### src/design/core_types_pkg.sv
// Core types package with shared vector types for PC, global history and address space ID
`default_nettype none

package core_types_pkg;

    // ------------------------------
    // Fetch and branch addresses
    // ------------------------------

    // Byte address of a fetch or a resolved branch
    typedef logic [31:0] pc_t;

    // ------------------------------
    // Global history
    // ------------------------------

    // Bit 0 holds the newest outcome
    localparam int GH_LENGTH = 12;

    typedef logic [GH_LENGTH-1:0] gh_t;

    // ------------------------------
    // Address space
    // ------------------------------

    localparam int ASID_WIDTH = 9;

    typedef logic [ASID_WIDTH-1:0] asid_t;

endpackage

`default_nettype wire

### src/design/gbpt_pkg.sv
// Predictor table package with counter encoding and row layout of the pattern table
`default_nettype none

package gbpt_pkg;

    // ------------------------------
    // Two-bit saturating counter
    // ------------------------------

    // Upper bit gives the taken prediction
    typedef enum logic [1:0] {
        SN = 2'b00,
        WN = 2'b01,
        WT = 2'b10,
        ST = 2'b11
    } pred_2bc_t;

    // ------------------------------
    // RAM row layout
    // ------------------------------

    // Counters packed into one RAM row
    localparam int GBPT_ENTRIES_PER_BLOCK = 8;
    localparam int LOG_GBPT_ENTRIES_PER_BLOCK = 3;

    // Entry k sits in bits 2k+1 down to 2k
    typedef logic [GBPT_ENTRIES_PER_BLOCK*2-1:0] gbpt_row_t;

endpackage

`default_nettype wire

### src/design/bram_2rport_1wport.sv
// Table RAM with two registered read ports and one full-row write port
`default_nettype none

module bram_2rport_1wport #(
    parameter int INNER_WIDTH = 16,
    parameter int OUTER_WIDTH = 64
) (
    input  logic                           CLK,
    input  logic                           nRST,

    // Read port 0
    input  logic                           port0_ren,
    input  logic [$clog2(OUTER_WIDTH)-1:0] port0_rindex,
    output logic [INNER_WIDTH-1:0]         port0_rdata,

    // Read port 1
    input  logic                           port1_ren,
    input  logic [$clog2(OUTER_WIDTH)-1:0] port1_rindex,
    output logic [INNER_WIDTH-1:0]         port1_rdata,

    // Write port
    input  logic                           wen_byte,
    input  logic [$clog2(OUTER_WIDTH)-1:0] windex,
    input  logic [INNER_WIDTH-1:0]         wdata
);

    // Every counter of a row starts weakly not taken
    localparam logic [INNER_WIDTH-1:0] RESET_ROW = {(INNER_WIDTH / 2){2'(gbpt_pkg::WN)}};

    logic [INNER_WIDTH-1:0] mem [OUTER_WIDTH];

    // ------------------------------
    // Storage
    // ------------------------------

    always_ff @(posedge CLK, negedge nRST) begin
        if (!nRST) begin
            for (int i = 0; i < OUTER_WIDTH; i++) begin
                mem[i] <= RESET_ROW;
            end
        end else if (wen_byte) begin
            mem[windex] <= wdata;
        end
    end

    // ------------------------------
    // Registered reads
    // ------------------------------

    // Same-edge write is not forwarded, old row comes out
    always_ff @(posedge CLK, negedge nRST) begin
        if (!nRST) begin
            port0_rdata <= RESET_ROW;
            port1_rdata <= RESET_ROW;
        end else begin
            if (port0_ren) begin
                port0_rdata <= mem[port0_rindex];
            end
            if (port1_ren) begin
                port1_rdata <= mem[port1_rindex];
            end
        end
    end

endmodule

`default_nettype wire

### src/design/gbpt.sv
// Global branch pattern table with one-cycle lookup and two-stage counter update
`default_nettype none

module gbpt #(
    parameter int GBPT_SETS = 64
) (
    input  logic                  CLK,
    input  logic                  nRST,

    // RESP stage
    input  logic                  valid_RESP,
    input  core_types_pkg::pc_t   full_PC_RESP,
    input  core_types_pkg::gh_t   GH_RESP,
    input  core_types_pkg::asid_t ASID_RESP,

    // RESTART stage
    output logic                  pred_taken_RESTART,

    // Update 0
    input  logic                  update0_valid,
    input  core_types_pkg::pc_t   update0_start_full_PC,
    input  core_types_pkg::gh_t   update0_GH,
    input  core_types_pkg::asid_t update0_ASID,
    input  logic                  update0_taken,

    // Update 1
    output logic                  update1_valid,
    output logic                  update1_correct
);

    localparam int SET_INDEX_WIDTH = $clog2(GBPT_SETS);
    localparam int ENTRY_WIDTH = gbpt_pkg::LOG_GBPT_ENTRIES_PER_BLOCK;
    localparam int INDEX_WIDTH = SET_INDEX_WIDTH + ENTRY_WIDTH;

    typedef logic [SET_INDEX_WIDTH-1:0] set_index_t;
    typedef logic [ENTRY_WIDTH-1:0]     entry_t;

    // RESP and RESTART
    logic [INDEX_WIDTH-1:0] index_RESP;
    set_index_t             set_RESP;
    entry_t                 entry_RESP;
    entry_t                 entry_RESTART;
    gbpt_pkg::gbpt_row_t    row_RESTART;

    // Update 0 and update 1
    logic [INDEX_WIDTH-1:0] update0_index;
    set_index_t             update0_set;
    entry_t                 update0_entry;
    set_index_t             update1_set;
    entry_t                 update1_entry;
    logic                   update1_taken;
    gbpt_pkg::gbpt_row_t    update1_old_row;
    gbpt_pkg::gbpt_row_t    update1_new_row;
    gbpt_pkg::pred_2bc_t    update1_old_2bc;
    gbpt_pkg::pred_2bc_t    update1_new_2bc;

    // ------------------------------
    // RESP stage
    // ------------------------------

    gbpt_index_hash #(
        .GBPT_SETS(GBPT_SETS)
    ) resp_hash (
        .PC   (full_PC_RESP),
        .GH   (GH_RESP),
        .ASID (ASID_RESP),
        .index(index_RESP)
    );

    assign set_RESP   = index_RESP[INDEX_WIDTH-1:ENTRY_WIDTH];
    assign entry_RESP = index_RESP[ENTRY_WIDTH-1:0];

    // ------------------------------
    // RESTART stage
    // ------------------------------

    always_ff @(posedge CLK) begin
        entry_RESTART <= entry_RESP;
    end

    // Upper counter bit of the selected entry
    assign pred_taken_RESTART = row_RESTART[{entry_RESTART, 1'b1}];

    // ------------------------------
    // Update 0
    // ------------------------------

    gbpt_index_hash #(
        .GBPT_SETS(GBPT_SETS)
    ) update_hash (
        .PC   (update0_start_full_PC),
        .GH   (update0_GH),
        .ASID (update0_ASID),
        .index(update0_index)
    );

    assign update0_set   = update0_index[INDEX_WIDTH-1:ENTRY_WIDTH];
    assign update0_entry = update0_index[ENTRY_WIDTH-1:0];

    // ------------------------------
    // Update 1
    // ------------------------------

    always_ff @(posedge CLK, negedge nRST) begin
        if (!nRST) begin
            update1_valid <= 1'b0;
        end else begin
            update1_valid <= update0_valid;
        end
    end

    always_ff @(posedge CLK) begin
        update1_set   <= update0_set;
        update1_entry <= update0_entry;
        update1_taken <= update0_taken;
    end

    assign update1_old_2bc = gbpt_pkg::pred_2bc_t'(update1_old_row[update1_entry*2 +: 2]);

    // Old prediction against the resolved outcome
    assign update1_correct = (update1_old_2bc[1] == update1_taken);

    // Weak states jump straight to the strong state of the outcome
    always_comb begin
        unique case (update1_old_2bc)
            gbpt_pkg::SN: update1_new_2bc = update1_taken ? gbpt_pkg::WN : gbpt_pkg::SN;
            gbpt_pkg::WN: update1_new_2bc = update1_taken ? gbpt_pkg::ST : gbpt_pkg::SN;
            gbpt_pkg::WT: update1_new_2bc = update1_taken ? gbpt_pkg::ST : gbpt_pkg::SN;
            gbpt_pkg::ST: update1_new_2bc = update1_taken ? gbpt_pkg::ST : gbpt_pkg::WT;
            default:      update1_new_2bc = gbpt_pkg::WN;
        endcase
    end

    // Neighbour entries pass through unchanged
    always_comb begin
        update1_new_row = update1_old_row;
        update1_new_row[update1_entry*2 +: 2] = update1_new_2bc;
    end

    // ------------------------------
    // Table storage
    // ------------------------------

    bram_2rport_1wport #(
        .INNER_WIDTH($bits(gbpt_pkg::gbpt_row_t)),
        .OUTER_WIDTH(GBPT_SETS)
    ) table_ram (
        .CLK         (CLK),
        .nRST        (nRST),
        .port0_ren   (valid_RESP),
        .port0_rindex(set_RESP),
        .port0_rdata (row_RESTART),
        .port1_ren   (update0_valid),
        .port1_rindex(update0_set),
        .port1_rdata (update1_old_row),
        .wen_byte    (update1_valid),
        .windex      (update1_set),
        .wdata       (update1_new_row)
    );

endmodule

`default_nettype wire

### src/design/gbpt_index_hash.sv
// Index hash folding PC, global history and ASID into a table set and entry select
`default_nettype none

module gbpt_index_hash #(
    parameter int GBPT_SETS = 64
) (
    input  core_types_pkg::pc_t   PC,
    input  core_types_pkg::gh_t   GH,
    input  core_types_pkg::asid_t ASID,
    output logic [$clog2(GBPT_SETS)+gbpt_pkg::LOG_GBPT_ENTRIES_PER_BLOCK-1:0] index
);

    localparam int INDEX_WIDTH = $clog2(GBPT_SETS) + gbpt_pkg::LOG_GBPT_ENTRIES_PER_BLOCK;

    logic [INDEX_WIDTH-1:0] pc_bits;
    logic [INDEX_WIDTH-1:0] gh_low;
    logic [INDEX_WIDTH-1:0] gh_high;
    logic [INDEX_WIDTH-1:0] asid_bits;

    // Halfword aligned PC, so bit 0 carries no information
    assign pc_bits = PC[INDEX_WIDTH:1];

    // Recent history lines up with the low PC bits
    assign gh_low = GH[INDEX_WIDTH-1:0];

    // Older history folded back onto the bottom
    assign gh_high = INDEX_WIDTH'(GH[core_types_pkg::GH_LENGTH-1:INDEX_WIDTH]);

    // ASID zero-extended or cut to index width
    assign asid_bits = INDEX_WIDTH'(ASID);

    assign index = pc_bits ^ gh_low ^ gh_high ^ asid_bits;

endmodule

`default_nettype wire

### src/design/gbpt_unit.sv
// Branch direction predictor top connecting history tracker, pattern table and statistics
`default_nettype none

module gbpt_unit #(
    parameter int GBPT_SETS  = 64,
    parameter int STAT_WIDTH = 16
) (
    input  logic                  CLK,
    input  logic                  nRST,

    // Lookup
    input  logic                  lookup_valid,
    input  core_types_pkg::pc_t   lookup_pc,
    input  core_types_pkg::asid_t lookup_asid,
    output logic                  pred_valid,
    output logic                  pred_taken,
    output core_types_pkg::gh_t   current_gh,

    // Update
    input  logic                  update_valid,
    input  core_types_pkg::pc_t   update_pc,
    input  core_types_pkg::gh_t   update_gh,
    input  core_types_pkg::asid_t update_asid,
    input  logic                  update_taken,
    output logic                  update_done,
    output logic                  update_correct,

    // Restore
    input  logic                  restore_valid,
    input  core_types_pkg::gh_t   restore_gh,
    input  logic                  restore_taken,

    // Statistics
    output logic [STAT_WIDTH-1:0] stat_updates,
    output logic [STAT_WIDTH-1:0] stat_correct
);

    // History producer
    ghr_tracker history (
        .CLK          (CLK),
        .nRST         (nRST),
        .lookup_valid (lookup_valid),
        .pred_taken   (pred_taken),
        .restore_valid(restore_valid),
        .restore_gh   (restore_gh),
        .restore_taken(restore_taken),
        .pred_valid   (pred_valid),
        .current_gh   (current_gh)
    );

    // Pattern table, lookup hashes with the history of its own cycle
    gbpt #(
        .GBPT_SETS(GBPT_SETS)
    ) table_inst (
        .CLK                  (CLK),
        .nRST                 (nRST),
        .valid_RESP           (lookup_valid),
        .full_PC_RESP         (lookup_pc),
        .GH_RESP              (current_gh),
        .ASID_RESP            (lookup_asid),
        .pred_taken_RESTART   (pred_taken),
        .update0_valid        (update_valid),
        .update0_start_full_PC(update_pc),
        .update0_GH           (update_gh),
        .update0_ASID         (update_asid),
        .update0_taken        (update_taken),
        .update1_valid        (update_done),
        .update1_correct      (update_correct)
    );

    // Statistics consumer
    pred_stats #(
        .STAT_WIDTH(STAT_WIDTH)
    ) stats (
        .CLK           (CLK),
        .nRST          (nRST),
        .update_done   (update_done),
        .update_correct(update_correct),
        .stat_updates  (stat_updates),
        .stat_correct  (stat_correct)
    );

endmodule

`default_nettype wire

### src/design/ghr_tracker.sv
// Speculative global history register, shifted by predictions and reloaded on restore
`default_nettype none

module ghr_tracker (
    input  logic                CLK,
    input  logic                nRST,

    // Lookup side
    input  logic                lookup_valid,
    input  logic                pred_taken,

    // Mispredict restore
    input  logic                restore_valid,
    input  core_types_pkg::gh_t restore_gh,
    input  logic                restore_taken,

    output logic                pred_valid,
    output core_types_pkg::gh_t current_gh
);

    localparam int GH_LENGTH = core_types_pkg::GH_LENGTH;

    // ------------------------------
    // RESTART valid
    // ------------------------------

    always_ff @(posedge CLK, negedge nRST) begin
        if (!nRST) begin
            pred_valid <= 1'b0;
        end else begin
            pred_valid <= lookup_valid;
        end
    end

    // ------------------------------
    // History
    // ------------------------------

    // Restore wins over a same-cycle prediction
    always_ff @(posedge CLK, negedge nRST) begin
        if (!nRST) begin
            current_gh <= '0;
        end else if (restore_valid) begin
            current_gh <= {restore_gh[GH_LENGTH-2:0], restore_taken};
        end else if (pred_valid) begin
            current_gh <= {current_gh[GH_LENGTH-2:0], pred_taken};
        end
    end

endmodule

`default_nettype wire

### src/design/pred_stats.sv
// Prediction statistics with saturating counts of resolved updates and correct predictions
`default_nettype none

module pred_stats #(
    parameter int STAT_WIDTH = 16
) (
    input  logic                  CLK,
    input  logic                  nRST,

    input  logic                  update_done,
    input  logic                  update_correct,

    output logic [STAT_WIDTH-1:0] stat_updates,
    output logic [STAT_WIDTH-1:0] stat_correct
);

    typedef logic [STAT_WIDTH-1:0] stat_t;

    localparam stat_t STAT_MAX = '1;

    // Every resolved update
    always_ff @(posedge CLK, negedge nRST) begin
        if (!nRST) begin
            stat_updates <= '0;
        end else if (update_done && (stat_updates != STAT_MAX)) begin
            stat_updates <= stat_updates + stat_t'(1);
        end
    end

    // Only updates whose old prediction matched
    always_ff @(posedge CLK, negedge nRST) begin
        if (!nRST) begin
            stat_correct <= '0;
        end else if (update_done && update_correct && (stat_correct != STAT_MAX)) begin
            stat_correct <= stat_correct + stat_t'(1);
        end
    end

endmodule

`default_nettype wire

### config.mk
export PLATFORM = sky130hd
export DESIGN_NAME = gbpt_unit
export DESIGN_NICKNAME = d
export VERILOG_FILES = /design/src/design/core_types_pkg.sv /design/src/design/gbpt_pkg.sv /design/src/design/bram_2rport_1wport.sv /design/src/design/gbpt.sv /design/src/design/gbpt_index_hash.sv /design/src/design/gbpt_unit.sv /design/src/design/ghr_tracker.sv /design/src/design/pred_stats.sv
export SDC_FILE = /design/constraint.sdc
export NUM_CORES = 2
export LEC_CHECK = 0
export ABC_AREA = 0
export BUFFER_PORTS_ARGS = -buffer_cell sky130_fd_sc_hd__buf_2
export CAP_MARGIN = 20
export CORE_ASPECT_RATIO = 0.9
export CORE_UTILIZATION = 30
export DETAILED_ROUTE_END_ITERATION = 12
export GPL_TIMING_DRIVEN = 0
export SYNTH_ARGS = -nofsm -noshare
export SYNTH_HDL_FRONTEND = slang
export SYNTH_HIERARCHICAL = 1
export SYNTH_SLANG_ARGS = --single-unit
### constraint.sdc
create_clock -name CLK -period 3.2 [get_ports CLK]
set_input_delay 0.32 -clock CLK [delete_from_list [all_inputs] [get_ports CLK]]
set_output_delay 0.32 -clock CLK [all_outputs]
set_load 0.05 [all_outputs]
Word level (Yosys, flattened, before mapping):

Cells that the tools add are included.

* register bits after elaboration: 1115
* word-level logic and storage cells: 126
* bits of input ports: 113
* output and inout bits: 48

* bitwise operators: 9
* eq/ne operators: 6
* multiplexer cells: 18
* add/subtract/negate cells: 3
* reduce and logical (&&, ||, !) cells: 7
* magnitude comparators: 5
* shift-type cells: 3

Operator list (count)
* $bwmux 1024: 1
* $bmux 16 s6: 2
* $demux 16 s6: 1
* $mux 16: 5
* $xor 9x9->9: 4
* $neg 4->34: 1
* $shift 2x34->16 const A: 1
* $shiftx 2x34->16: 1
* $add 16x1->16 const B: 2
* $ne 16x16->1 const B: 2
* $mux 12: 2
* $ge 7x7->1 const B: 3
* $not 6->7: 3
* $xor 9x3->9: 2
* $bwmux 16: 1
* $shiftx 16x5->2: 1
* $lt 7x1->1 const B: 1
* $pmux 2 s3: 1
* $lt 4x5->1 const B: 1
* $eq 2x2->1 const B: 2
* $logic_and 1x1->1: 4
* $bmux 1 s3: 1
* $mux 1: 3
* $eq 2x1->1 const B: 1
* 5 further kinds: 5

Depth between registers and ports, before layout:

* depth in word-level cells: 7
* depth in mapped cells: 13
* gate-level depth less buffers: 10

Modules after synthesis:

Netlist, hierarchy kept.

By module, submodules not included
* bram_2rport_1wport: area each 57244.9 µm², times used 1, cells an instance 3938
* pred_stats: area each 1582.8 µm², times used 1, cells an instance 148
* gbpt: area each 918.4 µm², times used 1, cells an instance 86
* ghr_tracker: area each 575.6 µm², times used 1, cells an instance 52
* gbpt_index_hash: area each 183.9 µm², times used 2, cells an instance 21

Least setup slack after synthesis:

Ideal clock, no wire load.

* path type: register -> register
* start: register table_inst.update1_entry[0]
* end: register stats.stat_correct[7]
* stages on the path, launching flop included: 10
* library setup time: 0.150 ns
* arrival: 2.963 ns
* buffers on the path: 1
* setup slack: 0.086 ns
* cells stage by stage: dfxtp_1 buf_6 mux2i_1 nor3_1 nor3_2 xor2_1 nand4_1 nor3_1 a21boi_1 a21oi_1

* cells in the longest elaborated chain, start to end: 4

Ends and longest elaborated chain
* start: declaration: line gbpt.sv:50 `entry_t update1_entry;`
* start signal: assignment: line gbpt.sv:114 `update1_entry <= update0_entry;`
* $shiftx 16x5->2: line gbpt.sv:118 `assign update1_old_2bc = gbpt_pkg::pred_2bc_t'(update1_old_row[update1_entry*2 +: 2]);`
* $eq 1x1->1: line gbpt.sv:121 `assign update1_correct = (update1_old_2bc[1] == update1_taken);`
* via update_correct: line gbpt_unit.sv:26 `output logic update_correct,`
* $logic_and 1x1->1 (2 in a row): line pred_stats.sv:34 `end else if (update_done && update_correct && (stat_correct != STAT_MAX)) begin`
* end signal: assignment: line pred_stats.sv:35 `stat_correct <= stat_correct + stat_t'(1);`
* end: declaration: line pred_stats.sv:14 `output logic [STAT_WIDTH-1:0] stat_correct`

The timed path passes the listed nets, and every way through them passes these cells.
A chain may end at the register's enable or synchronous reset.

Worst setup path after layout:

* start: register history.current_gh[5]
* end: register table_inst.table_ram.port0_rdata[13]

* cells in the longest elaborated chain, start to end: 7

Ends and longest elaborated chain
* start: declaration: line ghr_tracker.sv:18 `output core_types_pkg::gh_t current_gh`
* start signal: assignment: line ghr_tracker.sv:44 `current_gh <= {restore_gh[GH_LENGTH-2:0], restore_taken};`
* start signal: assignment: line ghr_tracker.sv:46 `current_gh <= {current_gh[GH_LENGTH-2:0], pred_taken};`
* $xor 9x9->9: line gbpt_index_hash.sv:32 `assign index = pc_bits ^ gh_low ^ gh_high ^ asid_bits;`
* $xor 9x3->9: line gbpt_index_hash.sv:32
* $xor 9x9->9: line gbpt_index_hash.sv:32
* via table_inst.index_RESP[5]: line gbpt.sv:39 `logic [INDEX_WIDTH-1:0] index_RESP;`
* $not 6->7 (implied by the code): line bram_2rport_1wport.sv:57 `port0_rdata <= mem[port0_rindex];`
* $bmux 16 s6: line bram_2rport_1wport.sv:57
* $mux 16 (implied by the code) (2 in a row): line bram_2rport_1wport.sv:57
* end signal: assignment: line bram_2rport_1wport.sv:57
* end: declaration: line bram_2rport_1wport.sv:14 `output logic [INNER_WIDTH-1:0] port0_rdata,`

The timed path passes the listed nets, and every way through them passes these cells. The select of a mux whose other input is x is not followed.

==> results by group <==
Run status
  • Status: finished, violations left
  • Violated checks: negative hold slack

Timing
  • Max-slew violation count: 0
  • Fmax: between 300 and 400 MHz
  • Fin worst setup slack: 0.0133 ns
  • Endpoints failing hold: 1
  • Post-layout minimum cycle time: 3.19 ns
  • Final setup violation count: 0
  • WHS: -0.0188 ns
  • Final Cycle Share: between 90% and 100%
  • Worst slew pin tran: 1.16 ns
  • RSZ-0062 raised after global routing: yes
  • Worst clock skew: 0.0250 ns
  • Max-Slew Margin vs Limit: 22.8%

Critical path
  • Crit path top cell by count: buf_4
  • Crit path buf inv count: 4
  • CP top delay family: buffers and inverters
  • Crit path capture type: register
  • Worst endpoint required time: 3.82 ns
  • Worst EP arrival: 3.81 ns
  • Crit path largest cell delay: 0.44 ns
  • Crit Path Class: register to register
  • Cell Chain, Critical Path: xnor2_2 -> buf_4 -> buf_4 -> buf_6 -> buf_4 -> mux4_2 -> mux2i_1 -> a21oi_1 -> a221o_1
  • Crit start category: register
  • Critical Path Slowest Stage Cell: dfrtp_1
  • Crit Path Max Fanout: 10

Floorplan
  • Top-Level Pins: 161
  • Die W: 459 um
  • Die area: approximately 0.19 sq mm
  • Core region area: 0.186 sq mm
  • Rows: 150
  • Die height: 414 um
  • Initial core utilization: 30.3%

Final layout
  • # nets final: about 4,300
  • Post-route cell area: 0.0655 sq mm
  • Fraction of layout cells with a size suffix above 1: 59.3%
  • Synth-to-layout area growth: 15.9%
  • Multi-input logic area: 0.0265 sq mm
  • Fillers: 18,041
  • Register area: roughly 0.028 sq mm

Clock tree
  • CTS tree: yes
  • CTS max path bufs: 3
  • CTS H-tree depth: 3
  • Skew-Pair Late Insertion Delay: 0.76 ns
  • CTS sink cnt: 1,107
  • Root Buffer: clkbuf_16
  • Clk slew on worst S/H paths: 0.06 ns
  • Inserted Clock Buffers: 116

Drt
  • Initial DRC Count: 4,202
  • Via count: 36,971
  • WL per Instance: around 29 um
  • ANT nets after route: 0
  • Routed vias/inst: 5.42
  • Remaining DRCs: 0
  • DRT Pass-1 Iters: 6
  • Post-Route WL: 197,000 um

GRT
  • Antenna violations before repair: 17
  • Grt met3 use: 4.73%
  • Met2 usage in global routing: 31.4%
  • Number of global-route vias before repair: 37,427
  • GRT met1 Usage: 28.8%
  • Largest net degree at the start of global routing: around 170
  • GRT Residual Overflow: 0
  • Global-route wire length before repair: around 280,000 um
  • Gr busiest metal: met2
  • Tot GR Track Use: 20.5%

Power and ir drop
  • VDD IR max: 0.424 mV
  • Pwr dens: 614 mW/mm^2
  • Clock power frac: 35.5%
  • LEAKAGE: 28.2 nW
  • Power Internal: 27.7 mW
  • Sequential share of power: 41.8%
  • Gate power share: 22.7%
  • Switch share: 31.2%
  • Net Switching: roughly 13 mW

Job
  • MaxCap Viol Count: 0

Synthesis
  • Yosys warning total: 6
  • Mapped Area: 0.0565 sq mm
  • Syn nets: slightly above 4,000
  • Synth Area per Inst: 14.4 sq um
  • Synthesized netlist cell count: between 3,000 and 4,000

Worst hold path
  • Worst Hold Class: input pin to register

Placed design
  • Dpl ws: -1.78 ns
  • I/O Buffers: ~110
  • Post-DP HPWL: 152,000 um
  • Placer Congestion: slightly above 1
  • Placed standard-cell area: 0.0605 sq mm
power by group through the flow:
stage | Sequential [mW] | Clock, mW | Combinational (mW)
after global placement | 16.9 | 0 | 8.59
after global routing | 17.0 | 15.1 | 9.46
after floorplan | 17.0 | 0 | 5.07
after CTS | 16.8 | 14.5 | 8.94
after detailed placement | 17.0 | 0 | 8.74
final | 16.8 | 14.3 | 9.13
layout by cell type (no fill, tap or decap), drive strengths merged, types with 16 or more instances in the layout:
master       instances
mux2              1098
dfrtp              574
dfstp              520
clkbuf             395
buf                315
mux4               286
mux2i              262
nor2               125
a21oi               78
o22ai               73
nand2               73
nor2b               57
xnor2               52
a211oi              46
dlygate4sd3         42
a31oi               28
a22oi               27
a2111oi             24
a221o               23
clkinv              21
nand4               16
flip-flops by register name (all words and copies together), names as in the netlist, 3 cells and up:
signal / cells
table_inst/table_ram/mem: 1024
stats/stat_correct: 16
stats/stat_updates: 16
table_inst/table_ram/port1_rdata: 16
history/current_gh: 12
table_inst/table_ram/port0_rdata: 8
table_inst/update1_set: 6
table_inst/entry_RESTART: 3
table_inst/update1_entry: 3
stage by stage:
stage | cells | TNS, ns | hold WS, ns | total power, mW | utilization, %
after floorplan | 3930 | 0 | 0.0244 | 22.0 | -
after global placement | 6551 | - | 0.429 | 25.5 | 32.3
after detailed placement | 6563 | -315.45 | 0.365 | 25.7 | 32.5
after CTS | 6817 | -0.0448 | 0.0000418 | 40.2 | 35.0
after global routing | 6820 | -0.0117 | 0.00702 | 41.5 | 35.1
final | 6823 | 0 | -0.0188 | 40.2 | 35.1
tightest hold or removal path, cell delays in order:
cell and delay (ns):
buf_2 0.09, xnor2_1 0.12, xnor2_1 0.12
path summary, 6_finish.rpt:
| path | start | end | slack (ns) | cells after the start |
|---|---|---|---|---|
| max | history/current_gh[5] | table_inst/table_ram/port0_rdata[13] | 0.01 | 9 |
| min | update_gh[0] | table_inst/update1_entry[0] | -0.02 | 3 |
| max reg2reg | history/current_gh[5] | table_inst/table_ram/port0_rdata[13] | 0.01 | 9 |
| min reg2reg | stats/stat_correct[10] | stats/stat_correct[10] | 0.49 | 1 |
| max in group asynchronous | nRST | table_inst/table_ram/mem[605] | 0.47 | 5 |
| min in group asynchronous | nRST | stats/stat_updates[12] | 0.17 | 2 |
layer usage:
layer  vias up  routed length, um
li1      15307                  -
met5         -                  0
met1     19973              87000
met3       292              16000
met2      1399              87800
met4         0               6030
repair_timing:
item / 4_1_cts / 5_1_grt
pin swaps: 2 / 5
hold endpoints to repair: 141 / 1
setup endpoints to repair: 948 / 900
hold buffers: 41 / 1
gates resized for setup: 142 / 103
buffers inserted: 3 / 6
area by class of cell:
type	instances	area share, %
flip-flops and latches	1107	43.2
multi-input cells	2405	40.4
clock buffers	185	5.39
well taps	2508	4.79
plain buffers	393	3.26
repair buffers	176	2.12
clock inverters	37	0.723
inverters	9	0.0516
diodes	3	0.0115
No activity file was read; power rests on OpenSTA's default activity.
